`config.mk`:
```
export PLATFORM = sky130hd
export DESIGN_NAME = dac_combiner
export DESIGN_NICKNAME = d
export VERILOG_FILES = /design/src/dsp_pkg.sv /design/src/dac_combiner.sv
export SDC_FILE = /design/constraint.sdc
export NUM_CORES = 1
export LEC_CHECK = 0
export ABC_AREA = 1
export BUFFER_PORTS_ARGS = -buffer_cell sky130_fd_sc_hd__buf_2
export CAP_MARGIN = 20
export CORE_MARGIN = 2
export CORE_UTILIZATION = 52
export CTS_BUF_LIST = sky130_fd_sc_hd__clkbuf_4 sky130_fd_sc_hd__clkbuf_8
export DETAILED_ROUTE_END_ITERATION = 8
export GPL_ROUTABILITY_DRIVEN = 1
export PLACE_DENSITY = 0.83
export REMOVE_ABC_BUFFERS = 1
export SKIP_LAST_GASP = 1
export SLEW_MARGIN = 20
export SYNTH_ARGS = -nofsm -noshare
export SYNTH_HDL_FRONTEND = slang
export SYNTH_SLANG_ARGS = --single-unit
export TNS_END_PERCENT = 20
```
`constraint.sdc`:
```
create_clock -name clk -period 3.8 [get_ports clk]
set_clock_uncertainty 0.1 [all_clocks]
set_input_delay 0.76 -clock clk [delete_from_list [all_inputs] [get_ports clk]]
set_output_delay 0.76 -clock clk [all_outputs]
set_load 0.005 [all_outputs]
```
`src/dsp_pkg.sv`:
```
`default_nettype none

package dsp_pkg;

    localparam int NCORE = 3;
    localparam int SEL_WIDTH = 3;

    // sample path
    localparam int SAMPLE_WIDTH = 16;
    localparam int SUM_WIDTH = SAMPLE_WIDTH + $clog2(NCORE);
    localparam int SAMPLE_MAX = 2 ** (SAMPLE_WIDTH - 1) - 1;
    localparam int SAMPLE_MIN = -(2 ** (SAMPLE_WIDTH - 1));

    // memory geometry
    localparam int HOST_WORD_WIDTH = 32;
    localparam int CMD_WORDS = 2;
    localparam int CMD_ADDRWIDTH = 6;
    localparam int CMD_W_ADDRWIDTH = CMD_ADDRWIDTH + $clog2(CMD_WORDS);
    localparam int ENV_ADDRWIDTH = 10;
    localparam int LENGTH_WIDTH = 10;

    // zero-output cycles spent on every command
    localparam int FETCH_CYCLES = 3;
    localparam int FETCH_CNT_WIDTH = $clog2(FETCH_CYCLES);

    typedef enum logic [1:0] {
        OP_PLAY = 2'd0,
        OP_WAIT = 2'd1,
        OP_END  = 2'd2
    } opcode_e;

    typedef enum logic [1:0] {
        ST_IDLE,
        ST_FETCH,
        ST_PLAY,
        ST_WAIT
    } core_state_e;

    typedef enum logic [SEL_WIDTH-1:0] {
        MEM_CMD = 3'd0,
        MEM_ENV = 3'd1
    } mem_sel_e;

    // upper host word first, lower word in bits 31:0
    typedef struct packed {
        logic [15:0]                    reserved_hi;
        logic signed [SAMPLE_WIDTH-1:0] amplitude;
        opcode_e                        opcode;
        logic [9:0]                     reserved_lo;
        logic [ENV_ADDRWIDTH-1:0]       env_addr;
        logic [LENGTH_WIDTH-1:0]        length;
    } command_t;

    typedef struct packed {
        logic [SEL_WIDTH-1:0]       core;
        mem_sel_e                   mem;
        logic [ENV_ADDRWIDTH-1:0]   addr;
        logic [HOST_WORD_WIDTH-1:0] data;
        logic                       en;
    } host_wr_t;

endpackage

`default_nettype wire

```
`src/dac_combiner.sv`:
```
`default_nettype none

module dac_combiner (
    input  logic                                    clk,
    input  logic                                    rst,
    input  logic signed [dsp_pkg::SAMPLE_WIDTH-1:0] samples [dsp_pkg::NCORE],
    input  logic [dsp_pkg::NCORE-1:0]               busy,
    output logic signed [dsp_pkg::SAMPLE_WIDTH-1:0] dac,
    output logic                                    dac_valid
);

    import dsp_pkg::*;

    logic signed [SUM_WIDTH-1:0]    sum;
    logic signed [SAMPLE_WIDTH-1:0] clamped;

    // widened so the sum cannot wrap
    always_comb begin
        sum = '0;
        for (int i = 0; i < NCORE; i++) begin
            sum = sum + SUM_WIDTH'(samples[i]);
        end
    end

    always_comb begin
        if (sum > SAMPLE_MAX) begin
            clamped = SAMPLE_WIDTH'(SAMPLE_MAX);
        end else if (sum < SAMPLE_MIN) begin
            clamped = SAMPLE_WIDTH'(SAMPLE_MIN);
        end else begin
            clamped = sum[SAMPLE_WIDTH-1:0];
        end
    end

    always_ff @(posedge clk) begin
        if (rst) begin
            dac <= '0;
            dac_valid <= 1'b0;
        end else begin
            dac <= clamped;
            dac_valid <= |busy;
        end
    end

endmodule

`default_nettype wire

```
==> metrics.yaml <==
outcome:
  outcome: "completed"
logic_synthesis:
  syn_avg_cell_area_um2: 7.55
  syn_inst: 263
  netlist_area_um2: 1990
  synth-seq-cells: 17
  yosys_warnings: 0
  synth.distinct_cells: 28
  seq_area_frac_synth_pct: 17.1
finish:
  filler_cell_count: 318
  drive_gt1_share_pct: 34.0
  layout_common_cells: "nand2_1, buf_2, inv_1, fa_1, dfxtp_1"
  diodes: 0
  seq_area_um2: 340
  fin_nets: 419
  multi_input_area_um2: 1440
  final_common_cell: "nand2_1"
  area_delta_synth_final_pct: 20.5
  final_util_pct: 65.4
drt:
  vias: 1854
  vias_per_cell: 4.88
  drtIter0Drc: 101
  antenna_left: 0
  totalWireLength_um: 3830
  wire_per_inst_um: 10.1
  dr.pass1.iters: 7
  drc: 0
clock_network:
  cts_resized: 0
  cts_setup_buffers: 0
  hold_buffers: 0
  cts_buffer_depth: 2
  htree_levels: 1
  clk_pin_slew_ns: 0.06
  cts_inserted_buffers: 3
  root_buffer: "clkbuf_8"
  cts_sinks: 17
  cts_tree: "yes"
global_route:
  grt.total_usage_pct: 18.7
  grt-ovfl-total: 0
  antenna_found_initial: 0
  grt_pass1_wl_um: 6590
  grt_pass1_vias: 1717
  grt_max_degree: 15
pwr:
  vdd_ir_drop_max_uv: 212
  power_density_nw_per_um2: 445
  p_leak_uw: 0.00137
critical_path:
  arrival_ns: 3.20
  cp.required_ns: 3.87
  slowest_stage: "fa_1"
  critPathKind: "input port to register"
  crit_buf_inv: 3
  crit_path_end_kind: "register"
  cp_max_fo: 12
  crit_path_frequent_cell: "nand2_1"
  cp_cell_sequence: "buf_2, inv_1, fa_1, inv_1, ha_1, fa_1, nand2_1, nand2_1, nand3_1, nand2_1, nand2_1, nand2_1, nand2_1, nand2_1, nand2_2, nand3_2, nand2_1"
  worstSetupStartpointType: "input port"
  slowest_delay_ns: 0.53
  cpLargestDelayFamily: "adder cells"
placed_design:
  gp_congestion: 0.883
  io_buffers: 69
  hpwl_um: 3330
die:
  start_util_pct: 54.3
  rows: 22
  die_area_um2: 4330
  die_x_um: 65.8
  fp.dieH_um: 65.8
  coreArea_um2: 3660
  io_pins: 70
sta:
  setup_tns_ns: 0
  setup_viol: 0
  rsz0062_at_grt: "false"
  worst_pin_slew_ns: 0.582
  hold_violations: 0
  min_period_over_period_pct: 82.3
  relSlewSlack_pct: 61.2
  fmax_mhz: 320
  period_needed_ns: 3.13
  slew_viol_final: 0
flow_run:
  maxCapViolCount: 0
min_path:
  hp-class: "input port to register"
routing by layer:
layer	global-route usage, %	share of wire [%]
met5	0	0
met1	20.6	41
met3	1.19	6.4
met4	5.47	1.9
met2	37.5	51
report_power, final:
part | switching, uW | internal, uW
logic | 398 | 268
registers | 16.9 | 252
clock network | 49.1 | 81.1
cell families (layout without fill, tap and decap cells):
group / after synthesis / count (layout) / share of synthesized area [%]
adder cells (fa/ha/maj): 33 / 33 / 27.2
buffers and inverters: 47 / 116 / 10.5
AND/OR/NAND/NOR: 138 / 138 / 35.0
flip-flops: 17 / 17 / 17.1
AO/OA/AOI/OAI: 17 / 17 / 5.35
XOR/XNOR: 11 / 11 / 4.85
layout make-up:
type / count / share of cell area, %
well taps: 48 / 2.51
repair buffers: 69 / 14.4
multi-input cells: 199 / 60.1
inverters: 43 / 6.74
clock buffers: 4 / 2.04
flip-flops and latches: 17 / 14.2
sequential cells by signal, summed over array words and instances (netlist names):
signal and cells:
dac_valid 1, dac 16
synthesized netlist by cell type:
cell type  count  area (um2)
nand3_1       12        60.1
nand2_2       15        93.8
nand4_1        2        12.5
xor2_1         9        78.8
nand3b_1       1        7.51
nand2_4        1        11.3
nor2_1        13        48.8
inv_2          4        15.0
nand3_2       12         120
dfxtp_1       17         340
buf_12         1        20.0
o21bai_1       1        7.51
o21ai_0        1        5.00
inv_1         39         146
or2_1          1        6.26
nor3_2         3        30.0
xnor2_1        2        17.5
ha_1          16         200
nor2_2         2        12.5
a21oi_4        1        16.3
nand2_1       72         270
buf_6          1        11.3
nor3_1         2        10.0
buf_4          2        15.0
and2_1         2        12.5
a21oi_1       12        60.1
a21oi_2        2        17.5
fa_1          17         340
per-stage QoR:
stage	cell area [um2]	setup slack, ns	std cells	hold WS [ns]	total power (uW)
6_report	2390	0.673	380	0.626	1060
5_1_grt	2390	0.513	380	0.623	1170
4_1_cts	2390	0.672	380	0.622	1070
3_5_place_dp	2350	0.444	376	0.867	938
3_3_place_gp	2350	0.514	376	0.855	925
2_1_floorplan	1940	0.735	259	0.732	742
final timing paths:
| kind | startpoint | end | slack (ns) | depth (start not counted) |
|---|---|---|---|---|
| hold / removal | rst | dac[15]$_SDFF_PP0_ | 0.63 | 2 |
| setup / recovery | samples[1] | dac[3]$_SDFF_PP0_ | 0.67 | 17 |
Note: power is estimated with default switching activity, not from simulation.
