## config.mk

```make
export PLATFORM = sky130hd
export DESIGN_NAME = host_write_decoder
export DESIGN_NICKNAME = d
export VERILOG_FILES = /design/src/axil_pkg.sv /design/src/dsp_pkg.sv /design/src/host_write_decoder.sv
export SDC_FILE = /design/constraint.sdc
export NUM_CORES = 1
export LEC_CHECK = 0
export BUFFER_PORTS_ARGS = -buffer_cell sky130_fd_sc_hd__buf_2
export CORE_AREA = 2 2 77 79
export CTS_BUF_LIST = sky130_fd_sc_hd__clkbuf_8
export CTS_CLUSTER_SIZE = 20
export DETAILED_ROUTE_END_ITERATION = 10
export DIE_AREA = 0 0 79 81
export PLACE_DENSITY_LB_ADDON = 0.12
export SLEW_MARGIN = 0
export SYNTH_ARGS = -nofsm -noshare
export SYNTH_HDL_FRONTEND = slang
export SYNTH_SLANG_ARGS = --single-unit
```

## constraint.sdc

```tcl
create_clock -name clk -period 4.7 [get_ports clk]
set_input_delay 0.235 -clock clk [delete_from_list [all_inputs] [get_ports clk]]
set_output_delay 0.235 -clock clk [all_outputs]
set_load 0.005 [all_outputs]
```

## src/axil_pkg.sv

```systemverilog
`default_nettype none

package axil_pkg;

    localparam int AXIL_ADDR_WIDTH = 32;
    localparam int AXIL_DATA_WIDTH = 32;

    // address map
    localparam int ADDR_CORE_LSB = 15;
    localparam int ADDR_MEM_LSB = 12;
    localparam int ADDR_WORD_LSB = 2;

    typedef enum logic [1:0] {
        RESP_OKAY   = 2'b00,
        RESP_SLVERR = 2'b10
    } axil_resp_e;

    typedef struct packed {
        logic [AXIL_ADDR_WIDTH-1:0] addr;
        logic                       valid;
    } axil_aw_t;

    typedef struct packed {
        logic [AXIL_DATA_WIDTH-1:0]   data;
        logic [AXIL_DATA_WIDTH/8-1:0] strb;
        logic                         valid;
    } axil_w_t;

    typedef struct packed {
        axil_resp_e resp;
        logic       valid;
    } axil_b_t;

    typedef struct packed {
        logic [AXIL_ADDR_WIDTH-1:0] addr;
        logic                       valid;
    } axil_ar_t;

    typedef struct packed {
        logic [AXIL_DATA_WIDTH-1:0] data;
        axil_resp_e                 resp;
        logic                       valid;
    } axil_r_t;

endpackage

`default_nettype wire

```

## src/dsp_pkg.sv

```systemverilog
`default_nettype none

package dsp_pkg;

    localparam int NCORE = 3;
    localparam int SEL_WIDTH = 3;

    // sample path
    localparam int SAMPLE_WIDTH = 16;
    localparam int SUM_WIDTH = SAMPLE_WIDTH + $clog2(NCORE);
    localparam int SAMPLE_MAX = 2 ** (SAMPLE_WIDTH - 1) - 1;
    localparam int SAMPLE_MIN = -(2 ** (SAMPLE_WIDTH - 1));

    // memory geometry
    localparam int HOST_WORD_WIDTH = 32;
    localparam int CMD_WORDS = 2;
    localparam int CMD_ADDRWIDTH = 6;
    localparam int CMD_W_ADDRWIDTH = CMD_ADDRWIDTH + $clog2(CMD_WORDS);
    localparam int ENV_ADDRWIDTH = 10;
    localparam int LENGTH_WIDTH = 10;

    // zero-output cycles spent on every command
    localparam int FETCH_CYCLES = 3;
    localparam int FETCH_CNT_WIDTH = $clog2(FETCH_CYCLES);

    typedef enum logic [1:0] {
        OP_PLAY = 2'd0,
        OP_WAIT = 2'd1,
        OP_END  = 2'd2
    } opcode_e;

    typedef enum logic [1:0] {
        ST_IDLE,
        ST_FETCH,
        ST_PLAY,
        ST_WAIT
    } core_state_e;

    typedef enum logic [SEL_WIDTH-1:0] {
        MEM_CMD = 3'd0,
        MEM_ENV = 3'd1
    } mem_sel_e;

    // upper host word first, lower word in bits 31:0
    typedef struct packed {
        logic [15:0]                    reserved_hi;
        logic signed [SAMPLE_WIDTH-1:0] amplitude;
        opcode_e                        opcode;
        logic [9:0]                     reserved_lo;
        logic [ENV_ADDRWIDTH-1:0]       env_addr;
        logic [LENGTH_WIDTH-1:0]        length;
    } command_t;

    typedef struct packed {
        logic [SEL_WIDTH-1:0]       core;
        mem_sel_e                   mem;
        logic [ENV_ADDRWIDTH-1:0]   addr;
        logic [HOST_WORD_WIDTH-1:0] data;
        logic                       en;
    } host_wr_t;

endpackage

`default_nettype wire

```

## src/host_write_decoder.sv

```systemverilog
`default_nettype none

module host_write_decoder (
    input  logic                        clk,
    input  logic                        rst,
    input  axil_pkg::axil_aw_t          aw,
    input  axil_pkg::axil_w_t           w,
    output logic                        awready,
    output logic                        wready,
    output axil_pkg::axil_b_t           b,
    input  logic                        bready,
    input  axil_pkg::axil_ar_t          ar,
    output logic                        arready,
    output axil_pkg::axil_r_t           r,
    input  logic                        rready,
    input  logic [dsp_pkg::NCORE-1:0]   busy,
    output dsp_pkg::host_wr_t           host_wr
);

    import axil_pkg::*;
    import dsp_pkg::*;

    logic [SEL_WIDTH-1:0] wr_core;
    logic [SEL_WIDTH-1:0] wr_mem;
    logic                 wr_in_range;
    logic                 wr_accept;
    logic                 rd_accept;

    // ####################
    // write channel

    assign wr_core = aw.addr[ADDR_CORE_LSB +: SEL_WIDTH];
    assign wr_mem  = aw.addr[ADDR_MEM_LSB +: SEL_WIDTH];

    assign wr_in_range = (wr_core < NCORE) && (wr_mem <= MEM_ENV);

    // aw and w taken as a pair, never while a response is pending
    assign wr_accept = aw.valid && w.valid && !b.valid;
    assign awready = wr_accept;
    assign wready = wr_accept;

    always_ff @(posedge clk) begin
        if (rst) begin
            b.valid <= 1'b0;
            host_wr.en <= 1'b0;
        end else begin
            // out of range writes still answer, but touch no memory
            host_wr.en <= wr_accept && wr_in_range;
            if (wr_accept) begin
                b.valid <= 1'b1;
                b.resp <= wr_in_range ? RESP_OKAY : RESP_SLVERR;
                host_wr.core <= wr_core;
                host_wr.mem <= mem_sel_e'(wr_mem);
                host_wr.addr <= aw.addr[ADDR_MEM_LSB-1:ADDR_WORD_LSB];
                // byte strobes ignored, full word stored
                host_wr.data <= w.data;
            end else if (bready) begin
                b.valid <= 1'b0;
            end
        end
    end

    // ####################
    // read channel, status only

    assign rd_accept = ar.valid && !r.valid;
    assign arready = rd_accept;

    always_ff @(posedge clk) begin
        if (rst) begin
            r.valid <= 1'b0;
        end else begin
            if (rd_accept) begin
                r.valid <= 1'b1;
                if (ar.addr == '0) begin
                    r.data <= AXIL_DATA_WIDTH'(busy);
                    r.resp <= RESP_OKAY;
                end else begin
                    r.data <= '0;
                    r.resp <= RESP_SLVERR;
                end
            end else if (rready) begin
                r.valid <= 1'b0;
            end
        end
    end

endmodule

`default_nettype wire

```

==> impl_metrics.env <==
export IMPL_grtUsageTotal_pct=11.6
export IMPL_start_util_pct=36.4
export IMPL_critPathTopFamily="buffers and inverters"
export IMPL_drc_errors=0
export IMPL_grt_antenna_before_repair=0
export IMPL_syn_inst=117
export IMPL_final_period_utilization_pct=34.1
export IMPL_dieArea_um2=6400
export IMPL_ir_drop_uv=212
export IMPL_grt_pass1_vias=1187
export IMPL_area_growth_pct=41.2
export IMPL_min_path_type="input port to flop"
export IMPL_routabilityCongestion=0.716
export IMPL_worst_setup_path_end_kind="flop"
export IMPL_rr_worst_depth=3
export IMPL_worst_path_buf_inv=1
export IMPL_final_util_pct=51.3
export IMPL_arrival_ns=1.54
export IMPL_share_comb_of_total_power_pct=7.4
export IMPL_routedWlPerCell_um=12.0
export IMPL_p_per_area_nw_per_um2=340
export IMPL_nFillCells=546
export IMPL_cts_resized_gates=0
export IMPL_p_clk_share_pct=35.4
export IMPL_portBuffers=148
export IMPL_cts_buffers=5
export IMPL_root_buffer="clkbuf_8"
export IMPL_synth_seq_cells=56
export IMPL_wl_um=4150
export IMPL_cts_sinks=56
export IMPL_diodes=0
export IMPL_crit_fanout=49
export IMPL_postCtsHoldBufs=0
export IMPL_required_ns=4.64
export IMPL_avgViaCountPerCell=4.10
export IMPL_cp_startpoint="b[0]"
export IMPL_critPathKind="flop to flop"
export IMPL_overflow=0
export IMPL_multi_input_area_um2=277
export IMPL_vias=1418
export IMPL_crit_reg2reg_launch="b[0]"
export IMPL_h_tree_depth=2
export IMPL_hold_violations=0
export IMPL_yosysSeqAreaShare_pct=80.0
export IMPL_cpMaxStageDelayCell="buf_4"
export IMPL_antenna_left=0
export IMPL_yosys_warnings=0
export IMPL_fp_row_count=28
export IMPL_layout_drive_gt1_share_pct=58.3
export IMPL_fin_nets=381
export IMPL_regArea_um2=1650
export IMPL_swShare_pct=18.1
export IMPL_p_leak_nw=1.31
export IMPL_dieHeight_um=81
export IMPL_r2r_end="host_wr[31]"
export IMPL_place_hpwl_um=3370
export IMPL_ys_types=17
export IMPL_worst_pin_slew_ns=0.601
export IMPL_setup_viol=0
export IMPL_period_needed_ns=1.60
export IMPL_grt_max_degree=50
export IMPL_skew_ns=0.00820
export IMPL_post_cts_buffers=0
export IMPL_cp_endpoint="host_wr[31]"
export IMPL_avgSynthCellArea_um2=17.6
export IMPL_slew_viol_final=0
export IMPL_cts_tree="built"
export IMPL_synth_cell_area_um2=2060
export IMPL_final_cell_mix="buf_2, edfxtp_1, conb_1"
export IMPL_status="finished clean"
export IMPL_slew_limit_headroom_pct=59.9
export IMPL_dr_pass1_iters=4
export IMPL_grt_pass1_wl_um=5530
export IMPL_r2r_slack_ns=3.10
export IMPL_critical_path_cell_chain="nand3b_1, nor2_4, buf_4"
export IMPL_mostFrequentLayoutCell="buf_2"
export IMPL_intPower_mw=0.810
export IMPL_cp_start_kind="flop"
export IMPL_die_x_um=79
export IMPL_dr_first_iter_drc_count=40
export IMPL_core_area_um2=5680
export IMPL_switchingPower_mw=0.179
export IMPL_cp_depth=3
export IMPL_seq_power_share_pct=57.1
export IMPL_clk_pin_slew_ns=0.09
export IMPL_rsz0062_at_grt="false"
export IMPL_max_freq_mhz=625
export IMPL_cpPeakStageDelay_ns=0.50
export IMPL_clkLatencyLatePin_ns=0.30
export IMPL_ios=200
export IMPL_clockBufferDepth=2
export IMPL_power_total_mw=0.990
export IMPL_drv_cap=0
export IMPL_tns_ns=0
==> worst min-delay path by stage <==
stage,from,endpoint,slack (ns),depth (start not counted)
2_1_floorplan,rst,b[0],0.30,1
3_3_place_gp,w[7],host_wr[3],0.41,1
3_5_place_dp,w[25],host_wr[21],0.41,1
4_1_cts,w[25],host_wr[21],0.09,1
5_1_grt,w[23],host_wr[19],0.08,1
6_report,w[25],host_wr[21],0.10,1
==> power by group through the flow <==
stage          Sequential, mW  Clock, mW  Combinational (mW)
6_report                0.565      0.351              0.0735
3_5_place_dp            0.577          0              0.0744
2_1_floorplan           0.581          0              0.0351
4_1_cts                 0.566      0.362              0.0746
5_1_grt                 0.567      0.380              0.0822
3_3_place_gp            0.577          0              0.0735
==> logic make-up (layout without fill, tap and decap cells) <==
logic type      Yosys count  count (layout)  synth area share [%]
flops                    56              56                  80.0
buf+inv                  36             160                  12.4
simple gates             21              21                  6.25
compound gates            3               3                  1.15
other cells               1              31                 0.182
==> final cells by class <==
| type | instances | area share (%) |
|---|---|---|
| sequential | 56 | 56.7 |
| timing repair buffer | 149 | 25.7 |
| multi-input combinational | 55 | 9.49 |
| tap | 75 | 3.22 |
| clock buffer | 5 | 2.36 |
| clock inverter | 2 | 2.06 |
| inverter | 4 | 0.515 |
==> routing by layer <==
layer | up-vias | GRT usage (%) | share of wire (%)
met2 | 115 | 21.4 | 51
li1 | 674 | - | -
met5 | - | 0 | 0
met1 | 623 | 12.1 | 35
met4 | 0 | 6.21 | 1.7
met3 | 6 | 3.11 | 12
==> per-stage QoR <==
| step | instances | worst slack [ns] | cell area, um^2 | hold slack [ns] |
|---|---|---|---|---|
| floorplan | 147 | 1.65 | 2180 | 0.304 |
| global placement | 339 | 3.14 | 2790 | 0.412 |
| global route | 346 | 3.01 | 2910 | 0.0775 |
| finish | 346 | 3.10 | 2910 | 0.102 |
| detailed placement | 339 | 3.11 | 2790 | 0.413 |
| CTS | 346 | 3.09 | 2910 | 0.0932 |
==> state kept, by name (all words and copies together), names as in the netlist <==
register and count:
host_wr 49, b 2, r 5
==> synthesized netlist by cell type <==
master	number	area, um^2
a2111o_1	1	11.3
a211oi_1	1	7.51
a21oi_1	1	5.00
buf_4	32	240
conb_1	1	3.75
dfxtp_1	3	60.1
edfxtp_1	53	1590
inv_1	4	15.0
nand2b_1	1	6.26
nand3b_1	1	7.51
nand4_1	2	12.5
nor2_1	2	7.51
nor2b_1	2	12.5
nor3_1	4	20.0
nor4_1	7	43.8
nor4_2	1	12.5
or2_1	1	6.26
Power figures use the tool's default switching activity.
